[config.mk]
export PLATFORM = sky130hd
export DESIGN_NAME = rx_decim_chain
export DESIGN_NICKNAME = d
export VERILOG_FILES = /design/src/design/rx_pkg.sv /design/src/design/rx_decim_chain.sv /design/src/design/fir_decim.sv /design/src/design/cic_var.sv /design/src/design/cic_fixed.sv
export VERILOG_INCLUDE_DIRS = /design/src /design/src/design
export SDC_FILE = /design/constraint.sdc
export NUM_CORES = 2
export LEC_CHECK = 0
export ABC_AREA = 0
export BUFFER_PORTS_ARGS = -buffer_cell sky130_fd_sc_hd__buf_2
export CORE_MARGIN = 3
export CORE_UTILIZATION = 62
export CTS_BUF_LIST = sky130_fd_sc_hd__clkbuf_2 sky130_fd_sc_hd__clkbuf_4 sky130_fd_sc_hd__clkbuf_8
export DETAILED_ROUTE_END_ITERATION = 6
export PLACE_DENSITY = 0.78
export SLEW_MARGIN = 40
export SYNTH_ARGS = -nofsm -noshare
export SYNTH_HDL_FRONTEND = slang
export SYNTH_SLANG_ARGS = --single-unit
export TNS_END_PERCENT = 10
[constraint.sdc]
create_clock -name clock -period 12.75 [get_ports clock]
set_clock_uncertainty 0.1 [all_clocks]
set_input_delay 1.9125 -clock clock [delete_from_list [all_inputs] [get_ports clock]]
set_output_delay 1.9125 -clock clock [all_outputs]
set_load 0.005 [all_outputs]
[src/design/rx_defines.svh]
// Width and size macros shared by the receive decimation chain; include where a width is needed
`ifndef RX_DEFINES_SVH
`define RX_DEFINES_SVH

// ----------------------------------------
// Sample widths at each stage boundary
// ----------------------------------------

// Mixer sample width at the chain input
`define RX_IN_W 18

// Width between CIC1, CIC2 and the FIR
`define RX_MID_W 16

// Baseband output width
`define RX_OUT_W 24

// ----------------------------------------
// Filter sizing
// ----------------------------------------

// Fixed CIC decimation and its accumulator width (18 + 3*log2(5), rounded up)
`define RX_CIC1_R 5
`define RX_CIC1_ACC_W 25

// Variable CIC accumulator, enough for 5 stages at decimation 16
`define RX_CIC2_ACC_W 36

// Number of FIR taps
`define RX_FIR_TAPS 8

`endif
[src/design/rx_pkg.sv]
// Types and the FIR coefficient table for the receive decimation chain; referenced by scoped name
`include "rx_defines.svh"

package rx_pkg;

  // ----------------------------------------
  // Variable CIC rate code
  // ----------------------------------------

  // Decimation of the second CIC, powers of two only
  typedef enum logic [1:0] {
    RATE_2  = 2'd0,
    RATE_4  = 2'd1,
    RATE_8  = 2'd2,
    RATE_16 = 2'd3
  } rate_e;

  // FIR multiplier sequencer
  typedef enum logic [1:0] {
    IDLE = 2'd0,
    MAC  = 2'd1,
    DONE = 2'd2
  } fir_state_e;

  // ----------------------------------------
  // FIR coefficients, Q15
  // ----------------------------------------

  // Symmetric low-pass, sum is 32768 for unity DC gain
  localparam logic signed [15:0] FIR_COEF [`RX_FIR_TAPS] = '{
    -16'sd512, 16'sd1536, 16'sd4096, 16'sd11264,
    16'sd11264, 16'sd4096, 16'sd1536, -16'sd512
  };

endpackage

[src/design/rx_decim_chain.sv]
// Top of the receive decimation chain, mixer I/Q in and 24-bit baseband I/Q with a strobe out
`timescale 1ns/100ps
`include "rx_defines.svh"

module rx_decim_chain (
  input  logic                        clock,
  input  logic                        arst_n,
  input  rx_pkg::rate_e               rate,
  input  logic signed [`RX_IN_W-1:0]  mix_i,
  input  logic signed [`RX_IN_W-1:0]  mix_q,
  output logic                        out_strobe,
  output logic signed [`RX_OUT_W-1:0] out_i,
  output logic signed [`RX_OUT_W-1:0] out_q
);

  // Stage 1 to stage 2, I strobe only
  logic                        s1_valid;
  logic signed [`RX_MID_W-1:0] s1_i;
  logic signed [`RX_MID_W-1:0] s1_q;

  // Stage 2 to the FIR
  logic                        s2_valid;
  logic signed [`RX_MID_W-1:0] s2_i;
  logic signed [`RX_MID_W-1:0] s2_q;

  // ----------------------------------------
  // Fixed CIC, decimate by 5
  // ----------------------------------------

  // Mixer samples arrive every clock
  cic_fixed cic1_i (
    .clock     (clock),
    .arst_n    (arst_n),
    .in_valid  (1'b1),
    .in_data   (mix_i),
    .out_valid (s1_valid),
    .out_data  (s1_i)
  );

  // Runs in lockstep with cic1_i
  cic_fixed cic1_q (
    .clock     (clock),
    .arst_n    (arst_n),
    .in_valid  (1'b1),
    .in_data   (mix_q),
    .out_valid (),
    .out_data  (s1_q)
  );

  // ----------------------------------------
  // Variable CIC, decimate by 2 to 16
  // ----------------------------------------
  cic_var cic2_i (
    .clock     (clock),
    .arst_n    (arst_n),
    .rate      (rate),
    .in_valid  (s1_valid),
    .in_data   (s1_i),
    .out_valid (s2_valid),
    .out_data  (s2_i)
  );

  cic_var cic2_q (
    .clock     (clock),
    .arst_n    (arst_n),
    .rate      (rate),
    .in_valid  (s1_valid),
    .in_data   (s1_q),
    .out_valid (),
    .out_data  (s2_q)
  );

  // Final half-band style FIR, decimate by 2
  fir_decim fir0 (
    .clock      (clock),
    .arst_n     (arst_n),
    .in_valid   (s2_valid),
    .in_i       (s2_i),
    .in_q       (s2_q),
    .out_strobe (out_strobe),
    .out_i      (out_i),
    .out_q      (out_q)
  );

endmodule

[src/design/fir_decim.sv]
// Dual-channel 8-tap symmetric FIR decimating by 2, one multiplier shared by I and Q
`timescale 1ns/100ps
`include "rx_defines.svh"

module fir_decim (
  input  logic                        clock,
  input  logic                        arst_n,
  input  logic                        in_valid,
  input  logic signed [`RX_MID_W-1:0] in_i,
  input  logic signed [`RX_MID_W-1:0] in_q,
  output logic                        out_strobe,
  output logic signed [`RX_OUT_W-1:0] out_i,
  output logic signed [`RX_OUT_W-1:0] out_q
);

  localparam int TAPS   = `RX_FIR_TAPS;
  localparam int CNT_W  = $clog2(TAPS);
  // Pre-added pair is one bit wider than a sample
  localparam int PRE_W  = `RX_MID_W + 1;
  localparam int PROD_W = PRE_W + 16;
  localparam int ACC_W  = `RX_OUT_W + 10;
  // Q15 sum scaled to input times 256
  localparam int SHIFT  = 7;
  localparam logic [CNT_W-1:0] CNT_LAST = CNT_W'(TAPS - 1);

  rx_pkg::fir_state_e       state;
  logic                     phase;
  logic         [CNT_W-1:0] cnt;
  logic         [CNT_W-2:0] tap;
  logic                     chan;
  logic signed [`RX_MID_W-1:0] dl_i [TAPS];
  logic signed [`RX_MID_W-1:0] dl_q [TAPS];
  logic signed [`RX_MID_W-1:0] x_near;
  logic signed [`RX_MID_W-1:0] x_far;
  logic signed [PRE_W-1:0]  pre_sum;
  logic signed [15:0]       coef;
  logic signed [PROD_W-1:0] product;
  logic signed [ACC_W-1:0]  product_ext;
  logic signed [ACC_W-1:0]  acc_i;
  logic signed [ACC_W-1:0]  acc_q;
  logic signed [ACC_W-1:0]  q_total;
  logic signed [ACC_W-1:0]  i_scaled;
  logic signed [ACC_W-1:0]  q_scaled;

  // ----------------------------------------
  // Shared multiplier datapath
  // ----------------------------------------

  // Even counts are I, odd counts are Q, upper bits pick the tap pair
  assign tap  = cnt[CNT_W-1:1];
  assign chan = cnt[0];

  always_comb begin
    if (chan) begin
      x_near = dl_q[tap];
      x_far  = dl_q[TAPS - 1 - int'(tap)];
    end else begin
      x_near = dl_i[tap];
      x_far  = dl_i[TAPS - 1 - int'(tap)];
    end
    // Symmetric taps share one product
    pre_sum     = {x_near[`RX_MID_W-1], x_near} + {x_far[`RX_MID_W-1], x_far};
    coef        = rx_pkg::FIR_COEF[tap];
    product     = pre_sum * coef;
    product_ext = {{(ACC_W-PROD_W){product[PROD_W-1]}}, product};
    // Last cycle is a Q product, so fold it in here
    q_total     = acc_q + product_ext;
    i_scaled    = acc_i >>> SHIFT;
    q_scaled    = q_total >>> SHIFT;
  end

  // ----------------------------------------
  // Delay lines and sequencer
  // ----------------------------------------
  always_ff @(posedge clock or negedge arst_n) begin
    if (!arst_n) begin
      state      <= rx_pkg::IDLE;
      phase      <= 1'b0;
      cnt        <= '0;
      acc_i      <= '0;
      acc_q      <= '0;
      out_strobe <= 1'b0;
      out_i      <= '0;
      out_q      <= '0;
      for (int k = 0; k < TAPS; k++) begin
        dl_i[k] <= '0;
        dl_q[k] <= '0;
      end
    end else begin
      out_strobe <= 1'b0;
      // Every pair enters the delay line, newest at index 0
      if (in_valid) begin
        dl_i[0] <= in_i;
        dl_q[0] <= in_q;
        for (int k = 1; k < TAPS; k++) begin
          dl_i[k] <= dl_i[k-1];
          dl_q[k] <= dl_q[k-1];
        end
        phase <= ~phase;
      end
      unique case (state)
        rx_pkg::MAC: begin
          if (chan) begin
            acc_q <= q_total;
          end else begin
            acc_i <= acc_i + product_ext;
          end
          cnt <= cnt + 1'b1;
          if (cnt == CNT_LAST) begin
            out_i      <= i_scaled[`RX_OUT_W-1:0];
            out_q      <= q_scaled[`RX_OUT_W-1:0];
            out_strobe <= 1'b1;
            state      <= rx_pkg::DONE;
          end
        end
        default: begin
          // IDLE and DONE both wait for the second pair of a block
          if (in_valid && phase) begin
            state <= rx_pkg::MAC;
            cnt   <= '0;
            acc_i <= '0;
            acc_q <= '0;
          end else begin
            state <= rx_pkg::IDLE;
          end
        end
      endcase
    end
  end

endmodule

[src/design/cic_var.sv]
// Single-channel 5-stage CIC with run-time power-of-two decimation and unity DC gain
`timescale 1ns/100ps
`include "rx_defines.svh"

module cic_var (
  input  logic                        clock,
  input  logic                        arst_n,
  input  rx_pkg::rate_e               rate,
  input  logic                        in_valid,
  input  logic signed [`RX_MID_W-1:0] in_data,
  output logic                        out_valid,
  output logic signed [`RX_MID_W-1:0] out_data
);

  localparam int STAGES = 5;
  localparam int ACC_W  = `RX_CIC2_ACC_W;

  rx_pkg::rate_e           rate_q;
  logic        [3:0]       cnt;
  logic        [3:0]       cnt_last;
  logic        [4:0]       shift;
  logic signed [ACC_W-1:0] in_ext;
  logic signed [ACC_W-1:0] integ [STAGES];
  logic signed [ACC_W-1:0] dly   [STAGES];
  logic signed [ACC_W-1:0] comb  [STAGES];
  logic signed [ACC_W-1:0] scaled;

  // ----------------------------------------
  // Rate decode
  // ----------------------------------------

  // Gain is D^5, so the shift is 5*log2(D)
  always_comb begin
    unique case (rate_q)
      rx_pkg::RATE_2: begin
        cnt_last = 4'd1;
        shift    = 5'd5;
      end
      rx_pkg::RATE_4: begin
        cnt_last = 4'd3;
        shift    = 5'd10;
      end
      rx_pkg::RATE_8: begin
        cnt_last = 4'd7;
        shift    = 5'd15;
      end
      default: begin
        cnt_last = 4'd15;
        shift    = 5'd20;
      end
    endcase
  end

  assign in_ext = {{(ACC_W-`RX_MID_W){in_data[`RX_MID_W-1]}}, in_data};

  // Comb chain and normalizing shift
  always_comb begin
    comb[0] = integ[STAGES-1] - dly[0];
    for (int k = 1; k < STAGES; k++) begin
      comb[k] = comb[k-1] - dly[k];
    end
    scaled = comb[STAGES-1] >>> shift;
  end

  // ----------------------------------------
  // Integrators, combs and decimation count
  // ----------------------------------------
  always_ff @(posedge clock or negedge arst_n) begin
    if (!arst_n) begin
      rate_q    <= rx_pkg::RATE_2;
      cnt       <= '0;
      out_valid <= 1'b0;
      out_data  <= '0;
      for (int k = 0; k < STAGES; k++) begin
        integ[k] <= '0;
        dly[k]   <= '0;
      end
    end else if (rate != rate_q) begin
      // New rate, restart the filter from a clean state
      rate_q    <= rate;
      cnt       <= '0;
      out_valid <= 1'b0;
      for (int k = 0; k < STAGES; k++) begin
        integ[k] <= '0;
        dly[k]   <= '0;
      end
    end else begin
      out_valid <= 1'b0;
      if (in_valid) begin
        integ[0] <= integ[0] + in_ext;
        for (int k = 1; k < STAGES; k++) begin
          integ[k] <= integ[k] + integ[k-1];
        end
        if (cnt == cnt_last) begin
          cnt    <= '0;
          dly[0] <= integ[STAGES-1];
          for (int k = 1; k < STAGES; k++) begin
            dly[k] <= comb[k-1];
          end
          out_data  <= scaled[`RX_MID_W-1:0];
          out_valid <= 1'b1;
        end else begin
          cnt <= cnt + 4'd1;
        end
      end
    end
  end

endmodule

[src/design/cic_fixed.sv]
// Single-channel 3-stage CIC decimating by 5; instantiate once per I/Q channel at the chain input
`timescale 1ns/100ps
`include "rx_defines.svh"

module cic_fixed (
  input  logic                        clock,
  input  logic                        arst_n,
  input  logic                        in_valid,
  input  logic signed [`RX_IN_W-1:0]  in_data,
  output logic                        out_valid,
  output logic signed [`RX_MID_W-1:0] out_data
);

  localparam int STAGES = 3;
  localparam int ACC_W  = `RX_CIC1_ACC_W;
  // Drops 9 bits of the 125x CIC gain
  localparam int SHIFT  = 9;
  localparam logic [2:0] CNT_LAST = 3'(`RX_CIC1_R - 1);

  logic        [2:0]       cnt;
  logic signed [ACC_W-1:0] in_ext;
  logic signed [ACC_W-1:0] integ [STAGES];
  logic signed [ACC_W-1:0] dly   [STAGES];
  logic signed [ACC_W-1:0] comb  [STAGES];
  logic signed [ACC_W-1:0] scaled;

  // Sign extend the mixer sample into the accumulator
  assign in_ext = {{(ACC_W-`RX_IN_W){in_data[`RX_IN_W-1]}}, in_data};

  // ----------------------------------------
  // Comb chain on the last integrator
  // ----------------------------------------
  always_comb begin
    comb[0] = integ[STAGES-1] - dly[0];
    for (int k = 1; k < STAGES; k++) begin
      comb[k] = comb[k-1] - dly[k];
    end
    // Arithmetic shift keeps the sign
    scaled = comb[STAGES-1] >>> SHIFT;
  end

  always_ff @(posedge clock or negedge arst_n) begin
    if (!arst_n) begin
      cnt       <= '0;
      out_valid <= 1'b0;
      out_data  <= '0;
      for (int k = 0; k < STAGES; k++) begin
        integ[k] <= '0;
        dly[k]   <= '0;
      end
    end else begin
      out_valid <= 1'b0;
      if (in_valid) begin
        // Integrators run at the input rate
        integ[0] <= integ[0] + in_ext;
        for (int k = 1; k < STAGES; k++) begin
          integ[k] <= integ[k] + integ[k-1];
        end
        // Every 5th sample updates the combs and the output
        if (cnt == CNT_LAST) begin
          cnt    <= '0;
          dly[0] <= integ[STAGES-1];
          for (int k = 1; k < STAGES; k++) begin
            dly[k] <= comb[k-1];
          end
          out_data  <= scaled[`RX_MID_W-1:0];
          out_valid <= 1'b1;
        end else begin
          cnt <= cnt + 3'd1;
        end
      end
    end
  end

endmodule

==> impl_results.md <==
- Placer's final routability congestion estimate: 0.890
- Number of pins exceeding their max-slew limit in the final report: 0
- Die Outline Area: 177,000 um2
- Number of setup violations in the final report: 0
- Final Critical Period: 11,110 ps
- Pin count of the biggest net entering global routing: 160
- DRC: 0
- Root buf cell: clkbuf_8
- Number of hold violations in the final report: 0
- Worst-path maximum fanout: 7
- Half-perimeter wire length after placement: 162,000 um
- Number of cells on the worst reg-to-reg path: 56
- Number of top-level pins: 89
- Number of warnings printed during yosys synthesis: 0
- Slew margin rel.: 0.426
- Cell count after synthesis: between 10k and 15k
- Width of the die: 420 um
- Clock input transition at the sequential cells of the worst setup and hold paths: around 60 ps
- First-pass GRT wire length: 389,000 um
- Fraction of final layout cells with drive strength greater than 1: 0.106
- Number of detailed-route iterations in the first pass: 6
- Worst reg-to-reg setup slack: 1640 ps
- Critical path endpoint category: flop
- Flops & latches, synth: 1,455
- Largest incremental delay on the critical path: 420 ps
- Synthesis-to-finish area growth: 8.23%
- Maximum VDD drop: 0.811 mV
- Most used DFF post-synth: dfrtp_1
- Hold-fix buffers, CTS: 0
- Routed wire length: 226,000 um
- Count of clock tree sinks: 1,455
- Post-CTS setup buffer count: 0
- Number of buffers created by CTS: 281
- Required time at the endpoint of the critical path: 13,550 ps
- Number of vias per cell after detailed routing: 5.93
- Area inside the core boundary: 170,000 um2
- Leakage power summed over all cells: 56.0 nW
- Startpoint of the most critical register-to-register path: cic2_q.integ[0]
- Dominant cells by area after synthesis: dfrtp_1, ha_1, xnor2_1
- Site row count: 151
- Port bufs: 84
- Async SR Flop Fraction: 1.00
- Via count of the first global-routing pass: 83.2k
- Number of antenna violations at the first check in global routing: 6
- Number of enable-type register cells in the synthesized netlist: 0
- Status: finished clean
- Post-synthesis average cell area: 9.45 um2
- Die Y-Extent: about 420 um
- Routed wirelength normalized by instance count: 16.4 um
- Period utilisation layout: 0.872
- RSZ-0062 raised after global routing: false
- Number of cells upsized or downsized after cts: 0
- Number of nets at the end of the flow: 12.7k
- Number of nets with antenna violations after routing: 0
- End of the worst register-to-register path: cic2_q.out_data[13]
- Fraction of the yosys area taken by sequential cells: 0.342
- Count of H-tree levels built during CTS: 5
- Top cell types by occurrence after synthesis: dfrtp_1, ha_1, nor2_1
- Worst-skew pair later-pin latency: 1040 ps
- Starting utilization of the core area: 0.626
- GR Overflow Total: 0
- Type of the setup path with the least slack: reg -> reg
- Crit path from: cic2_q.integ[0]
- Critical path startpoint category: flop
- Unique cell type count in the Yosys netlist: 97
- Initial drt markers: 4,215
- Total negative slack: 0 ps
- Netlist Area Pre-Place: 106,000 um2
- Achievable clock frequency: 0.0900 GHz
- Global routing usage summed across all routing layers: 0.256
- Standard cell with the maximum stage delay on the critical path: fa_1
- Max-cap violations: 0
- Measured slew at the worst slew-check pin: 850 ps
- CTS tree: yes
- Buffers from clock root to sink, at most: 4
- Final worst setup slack: between 1500 and 2000 ps
- Class of the worst hold path: reg -> reg
- Crit path top cell by count: a21oi_1
- Synth area leader: dfrtp_1
- Power density over the cells: 209 nW/um2
- Top-area cell type share of the netlist area: 0.342
- Worst setup endpoint: cic2_q.out_data[13]
- Critical Path AT: around 12,000 ps
- Worst slack, placed: 1830 ps
- Most instantiated library cell after synthesis: dfrtp_1
- Via count: 81.7k
- Number of cells on the worst hold path: 1
cells in the final DEF, fill, tap and decap left out, types with 46 or more instances in the layout:
cell type  instances
nand3_1          168
a21boi_0          46
and3_1            59
xnor2_1          664
a22o_1           364
mux2i_1          241
dfrtp_1         1448
xor2_1           257
inv_1            883
nor3_1           171
fa_1             115
nand2_1          727
clkbuf_8         348
mux2_2           398
nor2_1           981
or2_2             60
and2_1            48
a21oi_1          767
clkbuf_4          81
a21o_1           338
ha_1            1139
nand2b_1         145
o21ai_1           60
o21bai_1         129
a31oi_1           89
mux4_2            77
o21a_1           124
buf_2             83
or3_1             69
nor2b_1          125
a211oi_1         119
o21ai_0          582
final cells by class:
type / count / area (um2)
Timing Repair Buffer: 147 / 1270
Clock buffer: 429 / 5400
Clock inverter: 37 / 389
Sequential cell: 1455 / 36400
Fill cell: 13014 / 54900
Antenna cell: 5 / 12.5
Multi-Input combinational cell: 8590 / 65500
Inverter: 889 / 3350
Tap cell: 2218 / 2780
layer usage:
layer / up-vias / GRT usage / part of all wire
li1: 40332 / - / -
met1: 39395 / 0.327 / 0.45
met2: 1400 / 0.448 / 0.49
met3: 538 / 0.0304 / 0.033
met4: 0 / 0.0933 / 0.031
met5: - / 0 / 0
worst max-delay path: cells and delay by family, from the launching register on:
family / cells / cell delay [ps]
AO/OA/AOI/OAI: 29 / 5670
adder cells (fa/ha/maj): 6 / 1970
buffers and inverters: 2 / 140
flip-flops: 1 / 370
AND/OR/NAND/NOR: 13 / 1560
XOR/XNOR: 6 / 1200
per-stage QoR:
stage / total power (W) / hold slack (ps) / cell area, um2 / utilization / instances
floorplan: 0.0163 / 327 / 106000 / - / 11262
detailed placement: 0.0191 / 359 / 109000 / 0.642 / 13292
global placement: 0.0184 / 339 / 109000 / 0.641 / 13288
global route: 0.0261 / 390 / 115000 / 0.677 / 13770
finish: 0.0240 / 363 / 115000 / 0.677 / 13770
CTS: 0.0241 / 370 / 115000 / 0.676 / 13758
where the power goes:
group,leakage (nW),internal [W],total (W),switching [W]
Clock,3.05,0.00282,0.00484,0.00202
Combinational,33.4,0.00592,0.0133,0.00739
Sequential,19.5,0.00550,0.00587,0.000368
registers in the layout (all words and copies together) (netlist names), 3 cells and up:
name             flops
cic1_i.cnt           3
cic1_i.dly          75
cic1_i.integ        75
cic1_i.out_data     16
cic1_q.cnt           3
cic1_q.dly          75
cic1_q.integ        75
cic1_q.out_data     16
cic2_i.cnt           4
cic2_i.dly         180
cic2_i.integ       180
cic2_i.out_data     16
cic2_q.cnt           4
cic2_q.dly         180
cic2_q.integ       180
cic2_q.out_data     16
fir0.acc_i          22
fir0.acc_q          22
fir0.cnt             3
fir0.dl_i          128
fir0.dl_q          128
fir0.out_i          22
fir0.out_q          22
how the worst min path moves through the flow:
stage	start	end
5_1_grt	cic2_i.out_data[8]	fir0.dl_i[120]
3_5_place_dp	cic1_q.cnt[0]	cic1_q.cnt[0]
2_1_floorplan	cic1_q.cnt[0]	cic1_q.cnt[0]
4_1_cts	cic1_q.cnt[0]	cic1_q.cnt[0]
6_report	cic1_q.cnt[0]	cic1_q.cnt[0]
3_3_place_gp	cic1_q.cnt[0]	cic1_q.cnt[0]
cells by family (layout without fill, tap and decap cells):
family	Yosys count	after routing	synth area share
adder cells (fa/ha/maj)	1257	1257	0.156
XOR/XNOR	926	926	0.0769
other	1	9	0.0000352
AND/OR/NAND/NOR	2692	2692	0.115
buffers and inverters	1217	1502	0.0431
flip-flops	1455	1455	0.342
AO/OA/AOI/OAI	2995	2995	0.185
multiplexers	716	716	0.0811
No activity file was read; power rests on OpenSTA's default activity.
